**src/calc_pkg.sv**
```systemverilog
// Calculator shared definitions for operand width, operator codes and display digits
package calc_pkg;

    // Operand and result width
    localparam int CALC_W = 16;

    // Number of BCD digits shown
    localparam int DISP_DIGITS = 5;

    // One decimal digit or raw keypad code
    typedef logic [3:0] digit_t;

    typedef enum logic [2:0] {
        OP_NONE = 3'b000,
        OP_ADD  = 3'b001,
        OP_SUB  = 3'b010,
        OP_MUL  = 3'b100
    } op_t;

    // Operand pair for either arithmetic unit, sub is only read by the adder
    typedef struct packed {
        logic [CALC_W-1:0] a;
        logic [CALC_W-1:0] b;
        logic              sub;
    } arith_req_t;

    // Most significant digit at the highest index
    typedef digit_t [DISP_DIGITS-1:0] bcd_digits_t;

endpackage
```
**src/calc_top.sv**
```systemverilog
// Calculator top level joining the controller, both arithmetic units and the display
module calc_top (
    input  logic                        clk,
    input  logic                        nRST,
    input  calc_pkg::digit_t            keypad_input,
    input  logic                        read_input,
    input  calc_pkg::op_t               operator_input,
    input  logic                        equal_input,
    output logic                        busy,
    output logic                        complete,
    output logic [calc_pkg::CALC_W-1:0] result,
    output calc_pkg::bcd_digits_t       display_digits,
    output logic                        display_valid
);
    import calc_pkg::*;

    arith_req_t        mult_req;
    arith_req_t        alu_req;
    logic              mult_start;
    logic              mult_finish;
    logic              alu_start;
    logic              alu_finish;
    logic [CALC_W-1:0] mult_out;
    logic [CALC_W-1:0] alu_out;

    calc_control u_control (
        .clk            (clk),
        .nRST           (nRST),
        .keypad_input   (keypad_input),
        .read_input     (read_input),
        .operator_input (operator_input),
        .equal_input    (equal_input),
        .mult_req       (mult_req),
        .mult_start     (mult_start),
        .mult_out       (mult_out),
        .mult_finish    (mult_finish),
        .alu_req        (alu_req),
        .alu_start      (alu_start),
        .alu_out        (alu_out),
        .alu_finish     (alu_finish),
        .busy           (busy),
        .complete       (complete),
        .result         (result)
    );

    calc_addsub u_addsub (
        .clk    (clk),
        .nRST   (nRST),
        .req    (alu_req),
        .start  (alu_start),
        .out    (alu_out),
        .finish (alu_finish)
    );

    calc_multiplier u_multiplier (
        .clk    (clk),
        .nRST   (nRST),
        .req    (mult_req),
        .start  (mult_start),
        .out    (mult_out),
        .finish (mult_finish)
    );

    // Each new result is converted for the display
    calc_bcd_display u_display (
        .clk    (clk),
        .nRST   (nRST),
        .start  (complete),
        .value  (result),
        .digits (display_digits),
        .valid  (display_valid)
    );

endmodule

```
**src/calc_bcd_display.sv**
```systemverilog
// Double-dabble converter from a binary result to BCD display digits
module calc_bcd_display (
    input  logic                        clk,
    input  logic                        nRST,
    input  logic                        start,
    input  logic [calc_pkg::CALC_W-1:0] value,
    output calc_pkg::bcd_digits_t       digits,
    output logic                        valid
);
    import calc_pkg::*;

    localparam int CNT_W = $clog2(CALC_W);
    localparam logic [CNT_W-1:0] LAST_STEP = CNT_W'(CALC_W - 1);
    localparam int BCD_W = $bits(bcd_digits_t);

    logic              running;
    logic [CNT_W-1:0]  step;
    logic [CALC_W-1:0] bin_sh;
    bcd_digits_t       work;
    bcd_digits_t       adj;
    bcd_digits_t       work_next;
    logic [BCD_W-1:0]  adj_flat;

    // Add three to every digit of five or more
    always_comb begin
        adj = work;
        for (int i = 0; i < DISP_DIGITS; i++) begin
            if (adj[i] >= 4'd5) begin
                adj[i] = adj[i] + 4'd3;
            end
        end
    end

    // Then shift in the next binary bit
    assign adj_flat  = adj;
    assign work_next = {adj_flat[BCD_W-2:0], bin_sh[CALC_W-1]};

    always_ff @(posedge clk or negedge nRST) begin
        if (!nRST) begin
            running <= 1'b0;
            step    <= '0;
            valid   <= 1'b0;
            digits  <= '0;
        end else begin
            valid <= 1'b0;
            if (start) begin
                running <= 1'b1;
                step    <= '0;
            end else if (running) begin
                step <= step + 1'b1;
                if (step == LAST_STEP) begin
                    running <= 1'b0;
                    valid   <= 1'b1;
                    digits  <= work_next;
                end
            end
        end
    end

    // Working registers, reloaded on every start
    always_ff @(posedge clk) begin
        if (start) begin
            bin_sh <= value;
            work   <= '0;
        end else if (running) begin
            bin_sh <= bin_sh << 1;
            work   <= work_next;
        end
    end

endmodule

```
**src/calc_control.sv**
```systemverilog
// Keypad entry and operation sequencer sharing the multiplier between digit entry and multiply
module calc_control (
    input  logic                        clk,
    input  logic                        nRST,
    input  calc_pkg::digit_t            keypad_input,
    input  logic                        read_input,
    input  calc_pkg::op_t               operator_input,
    input  logic                        equal_input,
    output calc_pkg::arith_req_t        mult_req,
    output logic                        mult_start,
    input  logic [calc_pkg::CALC_W-1:0] mult_out,
    input  logic                        mult_finish,
    output calc_pkg::arith_req_t        alu_req,
    output logic                        alu_start,
    input  logic [calc_pkg::CALC_W-1:0] alu_out,
    input  logic                        alu_finish,
    output logic                        busy,
    output logic                        complete,
    output logic [calc_pkg::CALC_W-1:0] result
);
    import calc_pkg::*;

    localparam logic [CALC_W-1:0] TEN = CALC_W'(10);

    typedef enum logic [1:0] {
        ST_ENTRY = 2'b00,
        ST_SCALE = 2'b01,
        ST_FOLD  = 2'b10,
        ST_CALC  = 2'b11
    } state_t;

    state_t            state;
    logic              entry_b;
    logic [CALC_W-1:0] op_a;
    logic [CALC_W-1:0] op_b;
    op_t               op_q;
    op_t               op_sel;
    digit_t            digit_q;
    logic              digit_ok;
    logic              take_digit;
    logic              take_op;
    logic              take_eq;
    logic [CALC_W-1:0] entry_operand;
    logic              unit_finish;
    logic [CALC_W-1:0] unit_out;

    // Undefined operator codes count as no operator
    always_comb begin
        case (operator_input)
            OP_ADD, OP_SUB, OP_MUL: op_sel = operator_input;
            default:                op_sel = OP_NONE;
        endcase
    end

    assign digit_ok = read_input && (keypad_input <= 4'd9);

    // Entry decisions, equals wins over a digit in operand B
    assign take_eq    = (state == ST_ENTRY) && entry_b && equal_input;
    assign take_digit = (state == ST_ENTRY) && digit_ok && !take_eq;
    assign take_op    = (state == ST_ENTRY) && !entry_b && !digit_ok && (op_sel != OP_NONE);

    assign entry_operand = entry_b ? op_b : op_a;

    // Unit chosen by the latched operator
    assign unit_finish = (op_q == OP_MUL) ? mult_finish : alu_finish;
    assign unit_out    = (op_q == OP_MUL) ? mult_out : alu_out;

    assign busy = (state != ST_ENTRY);

    // Requests stay put until the unit finishes
    always_ff @(posedge clk) begin
        if (take_digit) begin
            digit_q  <= keypad_input;
            mult_req <= '{a: entry_operand, b: TEN, sub: 1'b0};
        end else if (take_eq && (op_q == OP_MUL)) begin
            mult_req <= '{a: op_a, b: op_b, sub: 1'b0};
        end
        if (take_eq && (op_q != OP_MUL)) begin
            alu_req <= '{a: op_a, b: op_b, sub: (op_q == OP_SUB)};
        end
    end

    always_ff @(posedge clk or negedge nRST) begin
        if (!nRST) begin
            state      <= ST_ENTRY;
            entry_b    <= 1'b0;
            op_a       <= '0;
            op_b       <= '0;
            op_q       <= OP_NONE;
            mult_start <= 1'b0;
            alu_start  <= 1'b0;
            complete   <= 1'b0;
            result     <= '0;
        end else begin
            mult_start <= take_digit || (take_eq && (op_q == OP_MUL));
            alu_start  <= take_eq && (op_q != OP_MUL);
            complete   <= 1'b0;

            case (state)
                ST_ENTRY: begin
                    if (take_eq) begin
                        state <= ST_CALC;
                    end else if (take_digit) begin
                        state <= ST_SCALE;
                    end else if (take_op) begin
                        op_q    <= op_sel;
                        entry_b <= 1'b1;
                    end
                end

                // Operand times ten
                ST_SCALE: begin
                    if (mult_finish) begin
                        if (entry_b) begin
                            op_b <= mult_out;
                        end else begin
                            op_a <= mult_out;
                        end
                        state <= ST_FOLD;
                    end
                end

                // Add in the latched digit
                ST_FOLD: begin
                    if (entry_b) begin
                        op_b <= op_b + CALC_W'(digit_q);
                    end else begin
                        op_a <= op_a + CALC_W'(digit_q);
                    end
                    state <= ST_ENTRY;
                end

                ST_CALC: begin
                    if (unit_finish) begin
                        complete <= 1'b1;
                        result   <= unit_out;
                        op_a     <= '0;
                        op_b     <= '0;
                        op_q     <= OP_NONE;
                        entry_b  <= 1'b0;
                        state    <= ST_ENTRY;
                    end
                end

                default: state <= ST_ENTRY;
            endcase
        end
    end

endmodule

```
**src/calc_multiplier.sv**
```systemverilog
// Shift-and-add multiplier, one multiplier bit per cycle, low word of the product
module calc_multiplier (
    input  logic                        clk,
    input  logic                        nRST,
    input  calc_pkg::arith_req_t        req,
    input  logic                        start,
    output logic [calc_pkg::CALC_W-1:0] out,
    output logic                        finish
);
    import calc_pkg::*;

    localparam int CNT_W = $clog2(CALC_W);
    localparam logic [CNT_W-1:0] LAST_STEP = CNT_W'(CALC_W - 1);

    logic              running;
    logic [CNT_W-1:0]  step;
    logic [CALC_W-1:0] mcand;
    logic [CALC_W-1:0] mplier;
    logic [CALC_W-1:0] acc;
    logic [CALC_W-1:0] acc_next;

    // Partial product for the current multiplier bit
    assign acc_next = mplier[0] ? (acc + mcand) : acc;

    always_ff @(posedge clk or negedge nRST) begin
        if (!nRST) begin
            running <= 1'b0;
            step    <= '0;
            finish  <= 1'b0;
        end else begin
            finish <= 1'b0;
            if (!running) begin
                if (start) begin
                    running <= 1'b1;
                    step    <= '0;
                end
            end else begin
                step <= step + 1'b1;
                if (step == LAST_STEP) begin
                    running <= 1'b0;
                    finish  <= 1'b1;
                end
            end
        end
    end

    // Shift registers and accumulator
    always_ff @(posedge clk) begin
        if (!running && start) begin
            mcand  <= req.a;
            mplier <= req.b;
            acc    <= '0;
        end else if (running) begin
            mcand  <= mcand << 1;
            mplier <= mplier >> 1;
            acc    <= acc_next;
            // Product is final after the last bit
            if (step == LAST_STEP) begin
                out <= acc_next;
            end
        end
    end

endmodule

```
**src/calc_addsub.sv**
```systemverilog
// Add/subtract unit, one registered stage from start to finish
module calc_addsub (
    input  logic                        clk,
    input  logic                        nRST,
    input  calc_pkg::arith_req_t        req,
    input  logic                        start,
    output logic [calc_pkg::CALC_W-1:0] out,
    output logic                        finish
);
    import calc_pkg::*;

    logic [CALC_W-1:0] sum;

    // Wraps modulo 2^CALC_W in both directions
    assign sum = req.sub ? (req.a - req.b) : (req.a + req.b);

    always_ff @(posedge clk or negedge nRST) begin
        if (!nRST) begin
            finish <= 1'b0;
        end else begin
            finish <= start;
        end
    end

    // Result register
    always_ff @(posedge clk) begin
        if (start) begin
            out <= sum;
        end
    end

endmodule

```
**config.mk**
```make
export PLATFORM = sky130hd
export DESIGN_NAME = calc_top
export DESIGN_NICKNAME = d
export VERILOG_FILES = /design/src/calc_pkg.sv /design/src/calc_top.sv /design/src/calc_bcd_display.sv /design/src/calc_control.sv /design/src/calc_multiplier.sv /design/src/calc_addsub.sv
export SDC_FILE = /design/constraint.sdc
export NUM_CORES = 1
export LEC_CHECK = 0
export ABC_AREA = 1
export BUFFER_PORTS_ARGS = -buffer_cell sky130_fd_sc_hd__buf_2
export CORE_MARGIN = 2
export CORE_UTILIZATION = 35
export CTS_BUF_LIST = sky130_fd_sc_hd__clkbuf_4 sky130_fd_sc_hd__clkbuf_8 sky130_fd_sc_hd__clkbuf_16
export CTS_CLUSTER_DIAMETER = 200
export CTS_CLUSTER_SIZE = 28
export DETAILED_ROUTE_END_ITERATION = 8
export GPL_TIMING_DRIVEN = 0
export PLACE_DENSITY = 0.55
export SLEW_MARGIN = 20
export SYNTH_ARGS = -nofsm -noshare
export SYNTH_HDL_FRONTEND = slang
export SYNTH_SLANG_ARGS = --single-unit
```
**constraint.sdc**
```tcl
create_clock -name clk -period 9.45 [get_ports clk]
set_input_delay 1.89 -clock clk [delete_from_list [all_inputs] [get_ports clk]]
set_output_delay 1.89 -clock clk [all_outputs]
set_load 0.01 [all_outputs]
```
Word-level counts from Yosys, hierarchy flattened
Cells that the tools add are included.
{ "word_totals": {"ff_bits": 275} }
{ "classes": {"magnitude_cmp": 6, "n_reduce_logical": 33, "add_sub_neg": 12, "eq_ne": 21, "n_mux": 60, "bitwise": 2} }
{ "op_table": {"columns": ["cell", "n"], "rows": [
  ["16-bit 2-to-1 mux", 17],
  ["16-bit case mux with 3 select lines", 2],
  ["33-bit 2-to-1 mux", 2],
  ["16-bit adder", 2],
  ["16-bit by 4-bit adder with 16-bit output", 2],
  ["4-bit 2-to-1 mux", 8],
  ["4-bit by 3-bit greater-or-equal comparator with 1-bit output, second input constant", 5],
  ["1-bit 2-to-1 mux", 18],
  ["3-bit 2-to-1 mux", 6],
  ["4-bit by 2-bit adder with 4-bit output, second input constant", 4],
  ["16-bit subtractor", 1],
  ["5-bit AND reduction", 3],
  ["2-bit nonzero test", 6],
  ["1-bit logical AND", 11],
  ["2-bit by 1-bit != test with 1-bit output, second input constant", 5],
  ["3-bit AND reduction", 3],
  ["4-bit by 1-bit adder with 4-bit output, second input constant", 2],
  ["4-bit equality test, second input constant", 2],
  ["2-bit 2-to-1 mux", 4],
  ["2-bit != test, second input constant", 4],
  ["2-bit case mux with 4 select lines", 1],
  ["3-bit by 2-bit equality test with 1-bit output, second input constant", 2],
  ["3-bit equality test, second input constant", 2],
  ["3-bit case mux with 2 select lines", 1],
  ["15 further kinds", 21]
]} }

Longest topological paths before layout
{ "logic_depth": {"ltp_word": 9, "depth_mapped": 17} }

Cells and area by module
From an unflattened synthesis, not the netlist that was laid out.
{ "hier_totals": {"hier_cells": 1788, "area_unflattened_um2": 14978.1} }
{ "modules_own_cells": {"columns": ["mod", "cells_each", "area_per_inst_um2", "instances", "seq_area_each_um2"], "rows": [
  ["calc_control", 781, 6452.4, 1, 3338.2],
  ["calc_multiplier", 381, 3733.6, 1, 1911.8],
  ["calc_bcd_display", 343, 2882.8, 1, 1531.5],
  ["calc_addsub", 283, 1909.3, 1, 505.5]
]} }

Worst setup path after synthesis
Ideal clock, no wire load.
{ "synth_timing": {"kind": "input to register", "start": "input port equal_input", "end": "register, netlist name u_control.alu_req[0]", "required_time_ps": 9014, "path_stages": 4, "setup_time_ps": 436, "path_slack_ps": 5217, "path_buffers": 0, "arrival_ps": 3797, "path_cell_list": "nand2_1 nor2_1 inv_2 a21oi_1"} }
{ "synth_between": {"elab_chain_len": 2} }
{ "synth_rtl": {"columns": ["item", "line", "text"], "rows": [
  ["start, declared", "calc_top.sv:8", "input logic equal_input,"],
  ["1-bit logical AND", "calc_control.sv:58", "assign take_eq = (state == ST_ENTRY) && entry_b && equal_input;"],
  ["1-bit logical AND", "calc_control.sv:78", "if (take_eq && (op_q != OP_MUL)) begin"]
]} }
No other way between the ends.
A chain may end at the register's enable or synchronous reset.

Worst setup path after layout
{ "layout_timing": {"start": "input port equal_input", "end": "register, netlist name u_control.mult_req[31]"} }
{ "layout_between": {"elab_chain_len": 4} }
{ "layout_rtl": {"columns": ["item", "line", "text"], "rows": [
  ["1-bit logical AND", "calc_control.sv:58", null],
  ["1-bit zero test", "calc_control.sv:59", "assign take_digit = (state == ST_ENTRY) && digit_ok && !take_eq;"],
  ["1-bit logical AND", "calc_control.sv:59", null],
  ["33-bit 2-to-1 mux", "calc_control.sv:72", "if (take_digit) begin"]
]} }
No other way between the ends.

==> results by group <==
Global route
  – GRT Total Usage: 0.176
  – Vias in the first global route: 10,800
  – Initial antenna violation count: 0
  – GRT overflow: 0
  – Global-route wire length before repair: 58,200 µm
  – Pin count of the biggest net entering global routing: 57

Timing
  – Fmax: 293 MHz
  – RSZ-0062 raised after global routing: no
  – Sum Neg Setup Slack: 0 ns
  – Fin. max-slew vios: 0
  – Max-Slew Margin vs Limit: 0.463
  – Slew @ Worst Pin: 0.803 ns
  – Final Skew: 0.0206 ns
  – Final min period: 3.41 ns
  – Final hold violation count: 0
  – Final period util: 0.361
  – Final setup viols: 0

Placement
  – Placed cell count: 2,181
  – Placer Congestion: 0.923
  – HPWL Detailed: 28,500 µm
  – Port Buffers: 49

Route
  – Vias: 10,900
  – TritonRoute pass-1 iters: 7
  – Initial DRC count: 703
  – Routed WL: 36,600 µm
  – Vias/cell: 4.94
  – DR WL/cell: 16.6 µm
  – Residual DRC: 0
  – Antenna Violating Nets Remaining: 0

Logic synthesis
  – Top-count cell post-synth: nand2_1
  – Top cells by count, synth: 371 x nand2_1, 196 x inv_1, 166 x o21ai_0
  – Post-synth ARST share: 0.327
  – Synth Warn #: 0
  – Syn Inst Count: 1,604
  – Top post-synthesis cells by area: edfxtp_1 28%, dfrtp_1 16%, nand2_1 9.9%, dfxtp_1 7.4%, o21ai_0 5.9%
  – Synth top area share: 0.283
  – Cell variety after synth: 44
  – Avg Inst Size Synth: 8.79 µm²
  – Synthesized Nets: 1,675
  – #FFs+latches synth: 275
  – Top FF cell, synth: edfxtp_1
  – Sequential area share after synthesis: 0.517
  – Post-synthesis cell area: 0.0141 mm²
  – Post-synth top area cell: edfxtp_1
  – EDFF count, synth: 133

Clocking
  – Clk slew on worst S/H paths: 0.11 ns
  – TritonCTS clock tree: done
  – Worst skew pair latency: 0.50 ns
  – CTS max path bufs: 3
  – CTS Buf Count: 13
  – Clock sinks: 275
  – Post-CTS Setup Inserts: 0
  – Htree depth: 1
  – Hold bufs inserted after CTS: 0
  – Root Buffer: clkbuf_16
  – Cts repair resizes: 0

Floorplanning
  – IO Count: 50
  – Die ar.: 0.0419 mm²
  – Rows: 73
  – Die height: 205 µm
  – Die X: 205 µm
  – Starting Density: 0.355
  – Core area: 0.0397 mm²

Cells and area
  – Area delta synth->final: 9.73%
  – Final net count: 1,742
  – Area of the multi-input gates: 0.00584 mm²
  – Register area: 0.00729 mm²
  – Ant. Diodes: 0
  – Fraction of layout cells with a size suffix above 1: 0.0936
  – Final Instance Count excl. Fillers: 2,202
  – Fill count: 4,095

Setup path
  – Largest stage delay on the critical path: 0.60 ns
  – CP Data Required Time: 9.77 ns
  – Critical path's slowest cell: nand2_1
  – Crit. path cell count: 10
  – CP bufs+invs: 4
  – CP Capture Type: register
  – CP arrival: 3.73 ns
  – Crit path top cell by count: nor2_1
  – Delay-heaviest family, CP: simple AND/OR/NAND/NOR gates
  – Worst-path fanout max: 18
  – CP startpoint kind: input port
  – Crit Path Class: input port to register
  – Critical-path cell list: buf_2 > nand2_1 > nor2_1 > inv_2 > nor2_1 > inv_1 > buf_2 > nand2_1 > o31ai_1 > nor2_1
  – R2R cell count: 16

Power and ir drop
  – Static leakage power: 6.99 nW
  – VDD IR max: 113 µV
  – P per Cell Area: 169 mW/mm²

Min path
  – Worst hold-check path type: register to register
  – Hold Path Cell Cnt: 1

Run status
  – Status: finished clean

Run
  – Max-cap violation count: 0
state kept, by name, summed over array words and instances (netlist names), 2 cells and up:
| register | count |
|---|---|
| u_addsub.out | 16 |
| u_control.alu_req | 33 |
| u_control.digit_q | 4 |
| u_control.mult_req | 32 |
| u_control.op_a | 16 |
| u_control.op_b | 16 |
| u_control.op_q | 3 |
| u_control.result | 16 |
| u_control.state | 2 |
| u_display.bin_sh | 16 |
| u_display.digits | 20 |
| u_display.step | 4 |
| u_display.work | 20 |
| u_multiplier.acc | 16 |
| u_multiplier.mcand | 16 |
| u_multiplier.mplier | 16 |
| u_multiplier.out | 16 |
| u_multiplier.step | 4 |
layout make-up:
class,count,share of cell area
inverter,203,0.0492
tap,525,0.0424
clock inverter,1,0.000404
buffer,48,0.0150
sequential,275,0.471
timing repair buffer,52,0.0203
clock buffer,20,0.0244
multi-input combinational,1078,0.377
stage by stage:
step	area (µm²)	util	total power, mW	setup WS [ns]	hold WS, ns
after CTS	15500	0.390	2.66	6.06	0.468
after global placement	15000	0.378	1.99	4.18	0.445
after global routing	15500	0.390	2.79	5.93	0.484
after detailed placement	15100	0.380	2.00	5.54	0.447
after floorplan	14100	-	1.85	5.22	0.425
final	15500	0.390	2.62	6.04	0.465
kinds of logic after synthesis:
logic type | synth area share
and+or+nand+nor | 0.185
AOI/OAI and AO/OA | 0.122
DFF | 0.517
buffers and inverters | 0.0704
adders and majority gates | 0.0553
xor gates and xnor gates | 0.0261
muxes | 0.0247
cells in the final DEF, fill, tap and decap left out, types with 9 or more instances in the layout:
cell type / synthesis / routed
nand2_1: 371 / 371
inv_1: 196 / 195
o21ai_0: 166 / 166
edfxtp_1: 133 / 133
nor2_1: 123 / 123
dfrtp_1: 90 / 90
a21oi_1: 77 / 76
nand3_1: 73 / 73
buf_2: 11 / 59
ha_1: 56 / 56
dfxtp_1: 52 / 52
mux2_2: 31 / 31
clkbuf_1: 28 / 27
xor2_1: 26 / 26
o22ai_1: 19 / 19
or2_2: 16 / 16
xnor2_1: 16 / 16
nor3_1: 13 / 13
clkbuf_16: 0 / 13
o21ai_1: 11 / 11
a22oi_1: 11 / 11
and2_1: 10 / 10
nand4_1: 9 / 9
a31oi_1: 9 / 9
metal layers:
metal,vias up,GRT usage,part of all wire
met5,-,0,0
met4,0,0.0367,0.019
met3,37,0.0297,0.054
met2,215,0.304,0.48
met1,5176,0.232,0.45
li1,5446,-,-
where the power goes:
part,switching [mW],internal (mW),total [mW]
Clock,0.372,0.283,0.655
Sequential,0.0519,1.36,1.41
Combinational,0.344,0.215,0.559
final timing paths:
path / startpoint / end / slack (ns)
setup / recovery: equal_input / u_control.mult_req[31] / 6.04
hold / removal: u_display.step[3] / u_display.step[3] / 0.46
setup reg to reg: u_control.alu_req[1] / u_addsub.out[13] / 6.49
hold reg to reg: u_display.step[3] / u_display.step[3] / 0.46
max in group asynchronous: nRST / u_multiplier.finish / 7.50
min in group asynchronous: nRST / u_display.digits[6] / 1.28
Note: power is estimated with default switching activity, not from simulation.
